`config.mk`:
```
export PLATFORM = sky130hd
export DESIGN_NAME = tsDigTop
export DESIGN_NICKNAME = d
export VERILOG_FILES = /design/src/hdl/tsTimingPkg.sv /design/src/hdl/tsSwitchPkg.sv /design/src/hdl/tsDigTop.sv /design/src/hdl/tsSwitchDriver.sv /design/src/hdl/tsPhaseCycler.sv /design/src/hdl/tsModeSequencer.sv
export SDC_FILE = /design/constraint.sdc
export NUM_CORES = 1
export LEC_CHECK = 0
export ABC_AREA = 1
export BUFFER_PORTS_ARGS = -buffer_cell sky130_fd_sc_hd__buf_2
export CAP_MARGIN = 0
export CORE_UTILIZATION = 55
export CTS_CLUSTER_DIAMETER = 120
export DETAILED_ROUTE_END_ITERATION = 6
export GPL_ROUTABILITY_DRIVEN = 1
export GPL_TIMING_DRIVEN = 0
export HOLD_SLACK_MARGIN = 0.03
export PLACE_DENSITY = 0.72
export SYNTH_ARGS = -nofsm -noshare
export SYNTH_HDL_FRONTEND = slang
export SYNTH_SLANG_ARGS = --single-unit
```
`constraint.sdc`:
```
create_clock -name clk -period 2.9 [get_ports clk]
set_clock_uncertainty 0.05 [all_clocks]
set_input_delay 0.435 -clock clk [delete_from_list [all_inputs] [get_ports clk]]
set_output_delay 0.435 -clock clk [all_outputs]
set_load 0.05 [all_outputs]
```
`src/hdl/tsTimingPkg.sv`:
```
package tsTimingPkg;

    // Operating modes, visited in this order after the two setup modes.
    typedef enum logic [1:0] {
        bgSetup,
        ptatSetup,
        bandgap,
        ptat
    } modeT;

    // Switch windows. capOut is the capacitor output window.
    typedef enum logic [2:0] {
        precharge,
        blankDiode,
        diode,
        blankBig,
        bigDiode,
        hCharge,
        lCharge,
        capOut
    } stepT;

    typedef logic [5:0] countT;

    // Window lengths in clock cycles.
    localparam int PRECHARGE_CYCLES    = 17;
    localparam int SETUP_DIODE_CYCLES  = 3;
    localparam int SETUP_BIG_CYCLES    = 7;
    localparam int RUN_DIODE_CYCLES    = 9;
    localparam int BG_BIG_CYCLES       = 12;
    localparam int PTAT_BIG_CYCLES     = 27;
    localparam int CHARGE_CYCLES       = 6;
    localparam int SETUP_OUTPUT_CYCLES = 17;

    // Loop limits.
    localparam int SETUP_LOW_LIMIT  = 5;
    localparam int BG_OUTPUT_ROUNDS = 7;
    localparam int PTAT_ROUNDS      = 16;

endpackage
```
`src/hdl/tsSwitchPkg.sv`:
```
package tsSwitchPkg;

    // Window status from the phase cycler.
    typedef struct packed {
        tsTimingPkg::stepT step;
        tsTimingPkg::modeT mode;
        logic              stepFirst;
        logic              stepLast;
        logic              chopToggle;
    } stepStatusT;

    typedef struct packed {
        logic bgCtrl;
        logic ptatCtrl;
        logic rdisconN;
        logic setupBias;
    } modeCtrlT;

    typedef struct packed {
        logic pI1;
        logic pI2;
        logic pII1;
        logic pII2;
        logic pA;
        logic pB;
        logic pC;
        logic pD;
        logic bg2Cmp;
        logic capRst;
        logic preChrg;
    } switchBankT;

    typedef struct packed {
        logic src;
        logic snk;
    } trimT;

    // Idle levels of the analog side while the controller is in reset.
    localparam switchBankT SWITCH_IDLE = '{capRst: 1'b1, default: 1'b0};
    localparam modeCtrlT MODE_CTRL_IDLE = '{rdisconN: 1'b1, default: 1'b0};

endpackage

```
`src/hdl/tsDigTop.sv`:
```
`timescale 1ns/1ps

module tsDigTop (
    input  logic clk,
    input  logic reset,
    input  logic cmp,
    output logic rst,
    output logic pI1,
    output logic pI2,
    output logic pII1,
    output logic pII2,
    output logic pA,
    output logic pB,
    output logic pC,
    output logic pD,
    output logic bg2Cmp,
    output logic capRst,
    output logic preChrg,
    output logic bgCtrl,
    output logic ptatCtrl,
    output logic rdisconN,
    output logic setupBias,
    output logic cmpP1,
    output logic cmpP2,
    output logic srcN,
    output logic snk
);

    tsTimingPkg::modeT       mode;
    tsSwitchPkg::modeCtrlT   modeCtrl;
    tsSwitchPkg::trimT       trimReq;
    tsSwitchPkg::stepStatusT status;
    tsSwitchPkg::switchBankT switches;

    // rst stretches reset to the first clock edge after release.
    always_ff @(posedge clk or posedge reset) begin
        if (reset) begin
            rst <= 1'b1;
        end else begin
            rst <= 1'b0;
        end
    end

    tsModeSequencer sequencer (
        .clk      (clk),
        .reset    (reset),
        .rst      (rst),
        .cmp      (cmp),
        .status   (status),
        .mode     (mode),
        .modeCtrl (modeCtrl),
        .trimReq  (trimReq)
    );

    tsPhaseCycler cycler (
        .clk    (clk),
        .reset  (reset),
        .rst    (rst),
        .mode   (mode),
        .status (status)
    );

    tsSwitchDriver driver (
        .clk       (clk),
        .reset     (reset),
        .rst       (rst),
        .status    (status),
        .modeCtrl  (modeCtrl),
        .trimReq   (trimReq),
        .switches  (switches),
        .bgCtrl    (bgCtrl),
        .ptatCtrl  (ptatCtrl),
        .rdisconN  (rdisconN),
        .setupBias (setupBias),
        .cmpP1     (cmpP1),
        .cmpP2     (cmpP2),
        .srcN      (srcN),
        .snk       (snk)
    );

    assign pI1     = switches.pI1;
    assign pI2     = switches.pI2;
    assign pII1    = switches.pII1;
    assign pII2    = switches.pII2;
    assign pA      = switches.pA;
    assign pB      = switches.pB;
    assign pC      = switches.pC;
    assign pD      = switches.pD;
    assign bg2Cmp  = switches.bg2Cmp;
    assign capRst  = switches.capRst;
    assign preChrg = switches.preChrg;

endmodule

```
`src/hdl/tsSwitchDriver.sv`:
```
`timescale 1ns/1ps

module tsSwitchDriver (
    input  logic                    clk,
    input  logic                    reset,
    input  logic                    rst,
    input  tsSwitchPkg::stepStatusT status,
    input  tsSwitchPkg::modeCtrlT   modeCtrl,
    input  tsSwitchPkg::trimT       trimReq,
    output tsSwitchPkg::switchBankT switches,
    output logic                    bgCtrl,
    output logic                    ptatCtrl,
    output logic                    rdisconN,
    output logic                    setupBias,
    output logic                    cmpP1,
    output logic                    cmpP2,
    output logic                    srcN,
    output logic                    snk
);

    tsSwitchPkg::switchBankT bankNext;
    tsSwitchPkg::modeCtrlT   ctrlReg;

    // Blank windows leave every switch open.
    always_comb begin
        bankNext = '0;
        unique case (status.step)
            tsTimingPkg::precharge: begin
                bankNext.preChrg = 1'b1;
                bankNext.capRst  = 1'b1;
            end
            tsTimingPkg::diode: begin
                bankNext.pII1 = 1'b1;
                bankNext.pII2 = 1'b1;
            end
            tsTimingPkg::bigDiode: begin
                bankNext.pI1 = 1'b1;
                bankNext.pI2 = 1'b1;
            end
            tsTimingPkg::hCharge: begin
                bankNext.pA     = 1'b1;
                bankNext.pB     = 1'b1;
                bankNext.bg2Cmp = 1'b1;
            end
            tsTimingPkg::lCharge: begin
                bankNext.pA     = 1'b1;
                bankNext.pC     = 1'b1;
                bankNext.bg2Cmp = 1'b1;
            end
            tsTimingPkg::capOut: begin
                bankNext.pB = 1'b1;
                bankNext.pC = 1'b1;
                bankNext.pD = 1'b1;
            end
            tsTimingPkg::blankDiode, tsTimingPkg::blankBig:
                bankNext = '0;
        endcase
    end

    always_ff @(posedge clk or posedge reset) begin
        if (reset) begin
            switches <= tsSwitchPkg::SWITCH_IDLE;
            ctrlReg  <= tsSwitchPkg::MODE_CTRL_IDLE;
            cmpP1    <= 1'b1;
            cmpP2    <= 1'b0;
            srcN     <= 1'b1;
            snk      <= 1'b0;
        end else if (rst) begin
            switches <= tsSwitchPkg::SWITCH_IDLE;
            ctrlReg  <= tsSwitchPkg::MODE_CTRL_IDLE;
            cmpP1    <= 1'b1;
            cmpP2    <= 1'b0;
            srcN     <= 1'b1;
            snk      <= 1'b0;
        end else begin
            switches <= bankNext;
            ctrlReg  <= modeCtrl;
            if (status.chopToggle) begin
                cmpP1 <= !cmpP1;
                cmpP2 <= !cmpP2;
            end
            srcN <= !trimReq.src;
            snk  <= trimReq.snk;
        end
    end

    assign bgCtrl    = ctrlReg.bgCtrl;
    assign ptatCtrl  = ctrlReg.ptatCtrl;
    assign rdisconN  = ctrlReg.rdisconN;
    assign setupBias = ctrlReg.setupBias;

endmodule

```
`src/hdl/tsPhaseCycler.sv`:
```
`timescale 1ns/1ps

module tsPhaseCycler (
    input  logic                    clk,
    input  logic                    reset,
    input  logic                    rst,
    input  tsTimingPkg::modeT       mode,
    output tsSwitchPkg::stepStatusT status
);

    tsTimingPkg::stepT  step;
    tsTimingPkg::stepT  afterBlank;
    tsTimingPkg::stepT  nextStep;
    tsTimingPkg::modeT  winMode;
    tsTimingPkg::countT count;
    tsTimingPkg::countT winLen;
    logic               hCharged;
    logic               setupMode;
    logic               isBlank;
    logic               lastCycle;

    // winMode is the mode the current window runs under. It follows mode at each blank.
    assign setupMode = (winMode == tsTimingPkg::bgSetup) || (winMode == tsTimingPkg::ptatSetup);
    assign isBlank   = (step == tsTimingPkg::blankDiode) || (step == tsTimingPkg::blankBig);

    always_comb begin
        unique case (step)
            tsTimingPkg::precharge:
                winLen = tsTimingPkg::countT'(tsTimingPkg::PRECHARGE_CYCLES);
            tsTimingPkg::diode:
                winLen = setupMode ? tsTimingPkg::countT'(tsTimingPkg::SETUP_DIODE_CYCLES) :
                                     tsTimingPkg::countT'(tsTimingPkg::RUN_DIODE_CYCLES);
            tsTimingPkg::bigDiode:
                if (setupMode) begin
                    winLen = tsTimingPkg::countT'(tsTimingPkg::SETUP_BIG_CYCLES);
                end else if (winMode == tsTimingPkg::bandgap) begin
                    winLen = tsTimingPkg::countT'(tsTimingPkg::BG_BIG_CYCLES);
                end else begin
                    winLen = tsTimingPkg::countT'(tsTimingPkg::PTAT_BIG_CYCLES);
                end
            tsTimingPkg::hCharge, tsTimingPkg::lCharge:
                winLen = tsTimingPkg::countT'(tsTimingPkg::CHARGE_CYCLES);
            tsTimingPkg::capOut:
                // One cycle per round in bandgap mode, a long window when closing setup.
                winLen = (winMode == tsTimingPkg::bandgap) ? tsTimingPkg::countT'(1) :
                         tsTimingPkg::countT'(tsTimingPkg::SETUP_OUTPUT_CYCLES);
            tsTimingPkg::blankDiode, tsTimingPkg::blankBig:
                winLen = tsTimingPkg::countT'(1);
        endcase
    end

    assign lastCycle = (count == winLen - tsTimingPkg::countT'(1));

    // Bandgap rounds run big diode, diode, hCharge, then big diode, diode, lCharge, capOut.
    always_comb begin
        unique case (step)
            tsTimingPkg::bigDiode:
                nextStep = tsTimingPkg::diode;
            tsTimingPkg::diode:
                if (winMode == tsTimingPkg::bandgap) begin
                    nextStep = hCharged ? tsTimingPkg::lCharge : tsTimingPkg::hCharge;
                end else begin
                    nextStep = tsTimingPkg::bigDiode;
                end
            tsTimingPkg::lCharge:
                nextStep = tsTimingPkg::capOut;
            tsTimingPkg::precharge, tsTimingPkg::hCharge, tsTimingPkg::capOut,
            tsTimingPkg::blankDiode, tsTimingPkg::blankBig:
                nextStep = tsTimingPkg::bigDiode;
        endcase
    end

    always_ff @(posedge clk or posedge reset) begin
        if (reset) begin
            step       <= tsTimingPkg::precharge;
            afterBlank <= tsTimingPkg::bigDiode;
            winMode    <= tsTimingPkg::bgSetup;
            count      <= '0;
            hCharged   <= 1'b0;
        end else if (rst) begin
            step       <= tsTimingPkg::precharge;
            afterBlank <= tsTimingPkg::bigDiode;
            winMode    <= tsTimingPkg::bgSetup;
            count      <= '0;
            hCharged   <= 1'b0;
        end else if (!lastCycle) begin
            count <= count + tsTimingPkg::countT'(1);
        end else begin
            count <= '0;
            if (isBlank) begin
                winMode <= mode;
                // A new mode starts fresh; leaving bandgap setup passes through capOut first.
                if (mode != winMode) begin
                    step <= (winMode == tsTimingPkg::bgSetup) ? tsTimingPkg::capOut :
                                                                tsTimingPkg::bigDiode;
                end else begin
                    step <= afterBlank;
                end
            end else begin
                afterBlank <= nextStep;
                step <= (nextStep == tsTimingPkg::diode) ? tsTimingPkg::blankDiode :
                                                           tsTimingPkg::blankBig;
                if (step == tsTimingPkg::hCharge) begin
                    hCharged <= 1'b1;
                end
                if (step == tsTimingPkg::capOut) begin
                    hCharged <= 1'b0;
                end
            end
        end
    end

    always_comb begin
        status.step       = step;
        status.mode       = winMode;
        status.stepFirst  = (count == '0);
        status.stepLast   = lastCycle;
        status.chopToggle = lastCycle && (step == tsTimingPkg::diode);
    end

endmodule

```
`src/hdl/tsModeSequencer.sv`:
```
`timescale 1ns/1ps

module tsModeSequencer (
    input  logic                    clk,
    input  logic                    reset,
    input  logic                    rst,
    input  logic                    cmp,
    input  tsSwitchPkg::stepStatusT status,
    output tsTimingPkg::modeT       mode,
    output tsSwitchPkg::modeCtrlT   modeCtrl,
    output tsSwitchPkg::trimT       trimReq
);

    logic [2:0]         lowCount;
    logic               intermCmp;
    tsTimingPkg::countT roundCount;
    tsTimingPkg::modeT  nextMode;
    logic               setupMode;
    logic               inBig;
    logic               lowHit;
    logic               roundStep;
    logic               latchCmp;

    // Trim decisions follow the mode of the window the cycler is running.
    assign setupMode = (status.mode == tsTimingPkg::bgSetup) ||
                       (status.mode == tsTimingPkg::ptatSetup);
    assign inBig     = (status.step == tsTimingPkg::bigDiode);

    // Setup samples cmp on every big-diode cycle until the low limit is reached.
    // Run modes trim once, from the value held since the last charge or blank window.
    always_comb begin
        trimReq = '0;
        if (inBig) begin
            if (setupMode) begin
                if (lowCount < 3'(tsTimingPkg::SETUP_LOW_LIMIT)) begin
                    trimReq.src = cmp;
                    trimReq.snk = !cmp;
                end
            end else if (status.stepFirst) begin
                trimReq.src = intermCmp;
                trimReq.snk = !intermCmp;
            end
        end
    end

    assign lowHit = setupMode &&
                    ((lowCount == 3'(tsTimingPkg::SETUP_LOW_LIMIT)) ||
                     (trimReq.snk && lowCount == 3'(tsTimingPkg::SETUP_LOW_LIMIT - 1)));

    assign roundStep = status.stepLast &&
                       ((mode == tsTimingPkg::bandgap && status.step == tsTimingPkg::capOut) ||
                        (mode == tsTimingPkg::ptat && status.step == tsTimingPkg::diode));

    assign latchCmp = status.stepLast &&
                      ((status.step == tsTimingPkg::hCharge) ||
                       (status.step == tsTimingPkg::lCharge) ||
                       (mode == tsTimingPkg::ptat &&
                        (status.step == tsTimingPkg::blankDiode ||
                         status.step == tsTimingPkg::blankBig)));

    always_comb begin
        nextMode = mode;
        if (status.stepLast) begin
            unique case (mode)
                tsTimingPkg::bgSetup:
                    if (inBig && lowHit) nextMode = tsTimingPkg::ptatSetup;
                tsTimingPkg::ptatSetup:
                    if (inBig && lowHit) nextMode = tsTimingPkg::bandgap;
                tsTimingPkg::bandgap:
                    if (roundStep && roundCount ==
                        tsTimingPkg::countT'(tsTimingPkg::BG_OUTPUT_ROUNDS - 1)) begin
                        nextMode = tsTimingPkg::ptat;
                    end
                tsTimingPkg::ptat:
                    if (roundStep && roundCount ==
                        tsTimingPkg::countT'(tsTimingPkg::PTAT_ROUNDS - 1)) begin
                        nextMode = tsTimingPkg::bandgap;
                    end
            endcase
        end
    end

    always_ff @(posedge clk or posedge reset) begin
        if (reset) begin
            mode       <= tsTimingPkg::bgSetup;
            lowCount   <= '0;
            roundCount <= '0;
            intermCmp  <= 1'b0;
        end else if (rst) begin
            mode       <= tsTimingPkg::bgSetup;
            lowCount   <= '0;
            roundCount <= '0;
            intermCmp  <= 1'b0;
        end else begin
            if (latchCmp) begin
                intermCmp <= cmp;
            end
            if (nextMode != mode) begin
                mode       <= nextMode;
                lowCount   <= '0;
                roundCount <= '0;
            end else begin
                if (setupMode && trimReq.snk) begin
                    lowCount <= lowCount + 3'd1;
                end
                if (roundStep) begin
                    roundCount <= roundCount + tsTimingPkg::countT'(1);
                end
            end
        end
    end

    always_comb begin
        unique case (mode)
            tsTimingPkg::bgSetup:   modeCtrl = '{bgCtrl: 1'b1, ptatCtrl: 1'b0,
                                                rdisconN: 1'b1, setupBias: 1'b1};
            tsTimingPkg::ptatSetup: modeCtrl = '{bgCtrl: 1'b0, ptatCtrl: 1'b1,
                                                rdisconN: 1'b0, setupBias: 1'b1};
            tsTimingPkg::bandgap:   modeCtrl = '{bgCtrl: 1'b1, ptatCtrl: 1'b0,
                                                rdisconN: 1'b1, setupBias: 1'b0};
            tsTimingPkg::ptat:      modeCtrl = '{bgCtrl: 1'b0, ptatCtrl: 1'b1,
                                                rdisconN: 1'b0, setupBias: 1'b0};
        endcase
    end

endmodule

```
# Yosys cells after proc, flatten, opt, wreduce, memory -nomap -nowiden
# Cells that the tools add are included.
# op_classes
n_shift,0
n_lt_le_gt_ge,1
n_mux,63
div,0
multipliers,0
bitwise_logic,0
addsub,4
n_eq_ne,21
n_reduce_logical,43
# ops
operator,count
2-bit 2-to-1 mux,20
6-bit 2-to-1 mux,6
6-bit case mux with 6 select lines,1
3-bit 2-to-1 mux,11
"3-bit == test, second input constant",6
1-bit 2-to-1 mux,17
4-bit case mux with 4 select lines,1
"6-bit by 1-bit adder with 6-bit output, second input constant",2
1-bit logical AND,12
3-bit case mux with 4 select lines,1
11-bit 2-to-1 mux,1
5-bit 2-to-1 mux,2
2-bit nonzero test,5
"3-bit by 2-bit == test with 1-bit output, second input constant",3
3-bit nonzero test,3
4-bit 2-to-1 mux,2
2-bit case mux with 4 select lines,1
2-bit OR reduction,4
"2-bit == test, second input constant",3
"6-bit by 3-bit == test with 1-bit output, second input constant",1
"6-bit by 4-bit == test with 1-bit output, second input constant",1
6-bit == test,1
6-bit zero test,1
1-bit logical OR,6
13 further kinds,21
# totals
output_inout_bits,20
n_memories,0
wordCells,161
latch_bits,0
rom_bits,0
in_bits,3
register_bits,47
ram_bits,0

# Longest topological paths before layout
# Gate-level depths: netlist of run 1.
# depth
word_depth,14
mapped_depth,24
depth_no_buf,23

# Cells and area by module
# From an unflattened synthesis of run 1, not the netlist that was laid out.
# unflattened
hier_cells,344
area_unflattened_um2,2647.5
# by_module_without_submodules
module,area_each_um2,cells_each,n_inst,seq_area_each_um2
tsPhaseCycler,1138.6,165,1,376.6
tsModeSequencer,873.3,118,1,300.3
tsSwitchDriver,601.8,58,1,405.4
tsDigTop,33.8,3,1,26.3

# Worst setup path before layout of run 1
# No wires, ideal clock.
# synth_path
path_type,reg2reg
startpoint,reg cycler.step[1]
endpoint,reg sequencer.lowCount[1]
stages_incl_launch_ff,21
required_ns,2.729
setup_time_ns,0.121
t_arrival_ns,2.315
n_path_buf,0
slack_ns,0.414
period_less_slack_ns,2.486
path_cell_list,dfrtp_1 > inv_2 > nor2_1 > nand2_1 > o21ai_0 > a21oi_1 > ha_1 > inv_1 > nand3_1 > nand3_1 > nand2_1 > nor2_1 > nand2_1 > nor2_4 > inv_2 > a21oi_1 > nand3_1 > nand2_1 > inv_2 > nand2_2 > nor2_1
# synth_via
elab_chain_cells,13
word_cells_on_any_way,35
classes_between,add/sub (1); eq/ne (9); mux (10); reduce/logical (15)
# synth_rtl
item,line,text
from (decl),tsPhaseCycler.sv:11,tsTimingPkg::stepT step;
from (signal assigned),tsPhaseCycler.sv:75,step <= tsTimingPkg::precharge;
from (signal assigned),tsPhaseCycler.sv:81,step <= tsTimingPkg::precharge;
from (signal assigned),tsPhaseCycler.sv:94,step <= (winMode == tsTimingPkg::bgSetup) ? tsTimingPkg::capOut :
3-bit by 2-bit == test with 1-bit output (tied with other cells),tsPhaseCycler.sv:27,unique case (step)
2-bit OR reduction (on tied branches),--,
6-bit case mux with 6 select lines,tsPhaseCycler.sv:27,
6-bit by 1-bit subtractor with 6-bit output,tsPhaseCycler.sv:52,assign lastCycle = (count == winLen - tsTimingPkg::countT'(1));
6-bit == test,tsPhaseCycler.sv:52,
1-bit logical AND,tsModeSequencer.sv:50,assign roundStep = status.stepLast &&
1-bit logical AND (on tied branches),"tsModeSequencer.sv:75, tsModeSequencer.sv:70",
2-bit 2-to-1 mux (on tied branches),"tsModeSequencer.sv:75, tsModeSequencer.sv:70",
2-bit case mux with 4 select lines,tsModeSequencer.sv:64,unique case (mode)
2-bit 2-to-1 mux,tsModeSequencer.sv:63,if (status.stepLast) begin
2-bit != test,tsModeSequencer.sv:98,if (nextMode != mode) begin
3-bit 2-to-1 mux,tsModeSequencer.sv:98,
3-bit 2-to-1 mux,tsModeSequencer.sv:89,end else if (rst) begin
to (signal assigned),tsModeSequencer.sv:104,lowCount <= lowCount + 3'd1;
to (decl),tsModeSequencer.sv:14,logic [2:0] lowCount;
# Several ways; a longest one is shown, not always the timed one.
# A chain may end at the register's enable or synchronous reset.

# Worst setup path in the final report of run 1
# layout_path
startpoint,reg cycler.step[0]
endpoint,reg sequencer.roundCount[5]
# layout_via
elab_chain_cells,13
word_cells_on_any_way,34
classes_between,add/sub (1); eq/ne (9); mux (10); reduce/logical (14)
# layout_rtl
item,line,text
3-bit by 2-bit == test with 1-bit output (tied with other cells),tsPhaseCycler.sv:27,
2-bit OR reduction (on tied branches),--,
6-bit case mux with 6 select lines,tsPhaseCycler.sv:27,
6-bit by 1-bit subtractor with 6-bit output,tsPhaseCycler.sv:52,
6-bit == test,tsPhaseCycler.sv:52,
1-bit logical AND,tsModeSequencer.sv:50,
1-bit logical AND (on tied branches),"tsModeSequencer.sv:75, tsModeSequencer.sv:70",
2-bit 2-to-1 mux (on tied branches),"tsModeSequencer.sv:75, tsModeSequencer.sv:70",
2-bit case mux with 4 select lines,tsModeSequencer.sv:64,
2-bit 2-to-1 mux,tsModeSequencer.sv:63,
2-bit != test,tsModeSequencer.sv:98,
6-bit 2-to-1 mux,tsModeSequencer.sv:98,
6-bit 2-to-1 mux,tsModeSequencer.sv:89,
to (signal assigned),tsModeSequencer.sv:107,roundCount <= roundCount + tsTimingPkg::countT'(1);
to (decl),tsModeSequencer.sv:16,tsTimingPkg::countT roundCount;
# Several ways; a longest one is shown, not always the timed one.

==> flow_metrics.tcl, run 1 <==
set metrics [dict create \
    cts_hold_buf 0 \
    setup_viol 0 \
    synth_seq_area_share_pct 46.3 \
    fp.dieArea_um2 4620 \
    hold_class "input port to asynchronous set/reset pin" \
    antennaDiodeCount 0 \
    synth_cell_types 33 \
    finalHoldViolCount 0 \
    dr.pass1.iters 4 \
    cap_viol_max_count 0 \
    synth_compound_area_share_pct 8.79 \
    layout.nets 337 \
    synth_xor_area_share_pct 4.76 \
    synth_cells 296 \
    setup_ws_ns 0.252 \
    end_kind "flip-flop" \
    cp.required_ns 3.04 \
    max_stage_delay_ns 0.37 \
    max_slew_margin_pct 39.6 \
    grt_use_total_pct 23.9 \
    crit_path_top_delay_cell "dfrtp_1" \
    crit_fanout 10 \
    fin_crit_sh_pct 91.3 \
    cts_inserted_buffers 5 \
    dp_cells 368 \
    grt-ovfl-total 0 \
    cp_cell_sequence "buf_4 -> nor2_4 -> nand2_4 -> inv_2 -> nand2_2 -> o21ai_1 -> a21oi_1 -> ha_2 -> inv_1 -> nand3_1 -> nand3_1 -> nand2_1 -> nor2_1 -> nand2_1 -> nor2_4 -> buf_6 -> nand2_4 -> nor2_4 -> nand3_2 -> xor2_1 -> nor2_1" \
    p_leak_uw 0.00131 \
    cts_tree "built" \
    grt_pass1_wl_mm 8.17 \
    cts.sinks 44 \
    syn_area_per_cell_um2 8.08 \
    htreeDepth 2 \
    drive_above_1_share_pct 21.1 \
    dieWidth_um 68.0 \
    fill_cells 366 \
    cpMostUsedCell "nor2_4" \
    synth-adder-area-share_pct 4.18 \
    initial_core_util_pct 58.5 \
    synthMuxAreaShare_pct 0 \
    peakVddDrop_mv 0.490 \
    areaGrowthSynthToFinish_pct 13.9 \
    synth_seq_cells 44 \
    final_area_um2 2720 \
    dp_hpwl_mm 3.42 \
    totalPowerFinal_uw 1200 \
    grt_pass1_vias 1874 \
    antenna_found_initial 0 \
    detail-route-antenna-nets 0 \
    ctsLongestPathBuffers 2 \
    pin_count 23 \
    dpl_worst_slack_ns 0.00136 \
    status "finished, final reports clean" \
    start_kind "flip-flop" \
    clock_insertion_delay_worst_skew_ns 0.30 \
    crit_family "simple AND/OR/NAND/NOR gates" \
    synth_area_um2 2390 \
    drtIter0Drc 106 \
    port_buffers 22 \
    synth_top_family_by_area "simple AND/OR/NAND/NOR gates" \
    root_buffer "clkbuf_8" \
    drv_slew 0 \
    place_congestion 0.854 \
    path_clk_slew_ns 0.09 \
    fin_cells 377 \
    dieHeight_um 68.0 \
    yosysWarnings 0 \
    worst_slew_pin_slew_ns 0.905 \
    grt_max_degree 45 \
    vias_per_cell 5.11 \
    syn-num-nets 307 \
    setup_tns_ns 0 \
    routed_wl_mm 4.71 \
    coreArea_um2 4090 \
    criticalPathCategory "flip-flop to flip-flop" \
    clock.fmax_mhz 378 \
    placed_cell_area_um2 2560 \
    wire_per_inst_um 12.5 \
    vias 1928 \
    powerDensity_nw_per_um2 442 \
    synth-simple-area-share_pct 26.5 \
    drcViolationCount 0 \
    fin_crit_ns 2.65 \
    rows 23 \
    crit_arrival_ns 2.78 \
    worstPathBufferInverterCount 4 \
]
[stage by stage]
stage / hold WS [ns] / util, %
finish: 0.265 / 66.7
global placement: 0.409 / 62.8
floorplan: 0.392 / -
detailed placement: 0.409 / 62.8
global route: 0.367 / 66.7
CTS: 0.313 / 65.8
[placed cells by master, fill, tap and decap left out, types with 2 or more instances in the layout]
cell type  synthesis  routed
nand3_1           28      27
nand2_4            1       3
nand3_2            1       2
clkbuf_1           5       5
nor2_4             3       3
dfstp_2            6       6
nor2_2             1       2
o21ai_1            1       2
inv_2              5       6
clkbuf_8           0       6
nand4_1            2       2
nor2_1            37      36
ha_1               8       7
xnor2_1            4       4
nor3_1             6       6
xor2_1             9       9
nand2_1           55      54
buf_4              4       5
dfrtp_1           38      37
a21oi_1           10       9
o21ai_0           18      17
inv_1             37      36
buf_2              1      22
nand2_2            6       5
[path summary, 6_finish.rpt]
kind	start	to	slack [ns]	depth (start not counted)
worst max-delay path	cycler.step[0]	sequencer.roundCount[5]	0.25	21
worst min-delay path	reset	driver.switches[8]	0.27	2
worst max register to register	cycler.step[0]	sequencer.roundCount[5]	0.25	21
worst min register to register	cycler.afterBlank[1]	cycler.afterBlank[1]	0.43	2
max in group asynchronous	reset	cycler.step[1]	1.92	2
min in group clk	cmp	driver.srcN	0.42	4
[flip-flops by register name (all words and copies together), names as in the netlist, 2 cells and up]
name                  cells
sequencer.mode            2
driver.switches           8
cycler.count              6
cycler.step               3
sequencer.lowCount        3
sequencer.roundCount      6
cycler.winMode            2
cycler.afterBlank         3
[per-layer routing]
layer | vias to the layer above | GRT usage, % | part of all wire (%)
li1 | 989 | - | -
met1 | 899 | 29.2 | 46
met2 | 36 | 41.5 | 50
met3 | 4 | 5.00 | 3.5
met4 | 0 | 7.81 | 0.89
met5 | - | 0 | 0
[repair_timing]
action,in CTS,in global routing
setup buffers,0,1
pin swaps,0,2
gates resized for setup,1,9
setup endpoints to repair,9,19
gates cloned,0,0
[synthesized netlist by cell type, drive strengths merged]
library cell  count  area (µm²)
a31oi             1        6.26
nor2             41         179
o21a              1        7.51
xor2              9        78.8
o21ai            19        95.1
dfstp             6         158
nand2            62         255
clkbuf            5        18.8
conb              1        3.75
a21oi            11        66.3
o32ai             1        8.76
buf               6        46.3
inv              42         158
nor3              6        30.0
a21o              1        7.51
dfrtp            38         951
nand4             2        12.5
nand3            29         150
o22ai             2        18.8
xnor2             4        35.0
nor4              1        6.26
ha                8         100
[layout make-up]
cell class	instances	area, µm²	share of cell area [%]
plain buffers	11	67.6	2.48
flip-flops and latches	44	1110	40.7
multi-input cells	199	1090	39.9
inverters	42	158	5.79
clock inverters	2	38.8	1.42
repair buffers	23	118	4.32
well taps	50	62.6	2.30
clock buffers	6	82.6	3.03
[power by group]
part           switching, µW  internal, µW
sequential              6.48           624
combinational           56.2          17.5
clock                    218           282
[logic make-up after synthesis]
kind of cell | Yosys count
AO/OA/AOI/OAI | 36
XOR/XNOR | 13
adder cells (fa/ha/maj) | 8
buffers and inverters | 53
flip-flops | 44
other | 1
AND/OR/NAND/NOR | 141
No activity file was read; power rests on OpenSTA's default activity.
==> inputs of run 2 (changes only) <==
--- a/config.mk
+++ b/config.mk
@@ -8,13 +8,16 @@
 export ABC_AREA = 1
 export BUFFER_PORTS_ARGS = -buffer_cell sky130_fd_sc_hd__buf_2
 export CAP_MARGIN = 0
-export CORE_UTILIZATION = 55
+export CELL_PAD_IN_SITES_DETAIL_PLACEMENT = 1
+export CELL_PAD_IN_SITES_GLOBAL_PLACEMENT = 2
+export CORE_MARGIN = 1
+export CORE_UTILIZATION = 35
 export CTS_CLUSTER_DIAMETER = 120
 export DETAILED_ROUTE_END_ITERATION = 6
 export GPL_ROUTABILITY_DRIVEN = 1
 export GPL_TIMING_DRIVEN = 0
 export HOLD_SLACK_MARGIN = 0.03
-export PLACE_DENSITY = 0.72
+export PLACE_DENSITY = 0.76
 export SYNTH_ARGS = -nofsm -noshare
 export SYNTH_HDL_FRONTEND = slang
 export SYNTH_SLANG_ARGS = --single-unit
==> flow_metrics.tcl, run 2 (same netlist as run 1, synthesis figures left out) <==
set metrics [dict create \
    status "finished, final reports clean" \
    crit_fanout 8 \
    place_congestion 0.742 \
    drcViolationCount 0 \
    p_leak_uw 0.00137 \
    rows 29 \
    detail-route-antenna-nets 0 \
    layout.nets 351 \
    vias_per_cell 4.80 \
    powerDensity_nw_per_um2 378 \
    fp.dieArea_um2 7170 \
    pin_count 23 \
    grt_max_degree 28 \
    criticalPathCategory "flip-flop to flip-flop" \
    fin_crit_ns 2.73 \
    htreeDepth 2 \
    dieWidth_um 84.7 \
    fin_crit_sh_pct 94.2 \
    initial_core_util_pct 37.0 \
    grt_pass1_vias 2117 \
    root_buffer "clkbuf_8" \
    cts_inserted_buffers 5 \
    placed_cell_area_um2 2620 \
    vias 2003 \
    clock_insertion_delay_worst_skew_ns 0.30 \
    cap_viol_max_count 0 \
    clock.fmax_mhz 366 \
    setup_viol 0 \
    peakVddDrop_mv 0.247 \
    worst_slew_pin_slew_ns 0.620 \
    dr.pass1.iters 6 \
    dieHeight_um 84.7 \
    dp_hpwl_mm 4.40 \
    largest_reg_flops 8 \
    drtIter0Drc 66 \
    coreArea_um2 6460 \
    grt_pass1_wl_mm 10.3 \
    hold_class "input port to asynchronous set/reset pin" \
    grt-ovfl-total 0 \
    antennaDiodeCount 0 \
    path_clk_slew_ns 0.08 \
    cts_tree "built" \
    routed_wl_mm 5.94 \
    max_slew_margin_pct 58.7 \
    ctsLongestPathBuffers 2 \
    finalHoldViolCount 0 \
    start_kind "flip-flop" \
    end_kind "flip-flop" \
    drive_above_1_share_pct 26.8 \
    wire_per_inst_um 14.2 \
    post-route-util_pct 44.5 \
    cts.sinks 44 \
    largestRegisters "driver.switches x8, cycler.count x6, sequencer.roundCount x6" \
    mostFrequentLayoutCell "nand2_1" \
    mostFrequentLayoutCells "nand2_1 (51), dfrtp_1 (36), inv_1 (35), nor2_1 (35), nand3_1 (25)" \
    final_area_um2 2870 \
    hold_slack_ns 0.0790 \
    port_buffers 22 \
    drv_slew 0 \
    fill_cells 787 \
    cp.required_ns 3.09 \
    grt_use_total_pct 18.4 \
    areaGrowthSynthToFinish_pct 20.1 \
    antenna_found_initial 0 \
    crit_arrival_ns 2.92 \
    largest-register "driver.switches" \
]
[run 2: cell type report]
cell class | instances | area, µm² | area share, %
plain buffers | 11 | 78.8 | 2.74
clock buffers | 6 | 72.6 | 2.53
clock inverters | 1 | 5.00 | 0.174
multi-input cells | 200 | 1120 | 39.0
repair buffers | 36 | 225 | 7.84
inverters | 42 | 163 | 5.66
well taps | 77 | 96.3 | 3.35
flip-flops and latches | 44 | 1110 | 38.7
[run 2: final timing paths]
kind                                           end                 start  depth (start not counted)  slack, ns
setup / recovery           sequencer.roundCount[5]        cycler.step[1]                         18       0.17
hold / removal             sequencer.roundCount[0]                 reset                          2       0.08
setup reg to reg           sequencer.roundCount[5]        cycler.step[1]                         18       0.17
hold reg to reg               cycler.afterBlank[1]  cycler.afterBlank[1]                          2       0.44
max in group asynchronous     cycler.afterBlank[2]                 reset                          3       2.15
min in group clk              cycler.afterBlank[1]  cycler.afterBlank[1]                          2       0.44
[run 2: what timing repair did]
item / 4_1_cts / 5_1_grt
hold buffers: 0 / 0
pin swaps: 1 / 7
setup buffers: 0 / 13
endpoints found under the setup margin: 13 / 24
gates cloned: 0 / 1
gates resized for setup: 3 / 24
[run 2: critical path: stages, from the launching register on]
cell	delay [ns]
dfrtp_2	0.47
inv_2	0.07
nor2_2	0.13
nand2_2	0.12
o21ai_2	0.15
a21oi_2	0.05
ha_2	0.20
buf_4	0.13
nand3_1	0.11
nand3_1	0.08
nand2_1	0.13
nand2_2	0.08
nor2_4	0.21
buf_8	0.17
nand2_4	0.08
nor2_4	0.14
nand3_2	0.07
xor2_1	0.14
nor2_1	0.09
[run 2: through the flow]
step / total power, µW / setup TNS (ns) / std cells / setup WS [ns]
4_1_cts: 1100 / 0 / 403 / 0.0256
3_3_place_gp: 719 / -0.659 / 395 / -0.0752
2_1_floorplan: 697 / 0 / 296 / 0.414
6_report: 1090 / 0 / 417 / 0.170
5_1_grt: 1120 / -0.0212 / 417 / -0.0212
3_5_place_dp: 724 / -1.32 / 396 / -0.142
[run 2: per-layer routing]
metal | part of all wire, % | track usage, % | up-vias
met4 | 1.1 | 5.08 | 0
met3 | 2.1 | 3.24 | 7
li1 | - | - | 1025
met1 | 48 | 24.4 | 951
met5 | 0 | 0 | -
met2 | 48 | 30.9 | 20
[run 2: power by group]
part,switching (µW),internal (µW),leakage (µW)
combinational,60.5,21.1,0.000743
clock,209,164,0.0000410
sequential,6.77,624,0.000581
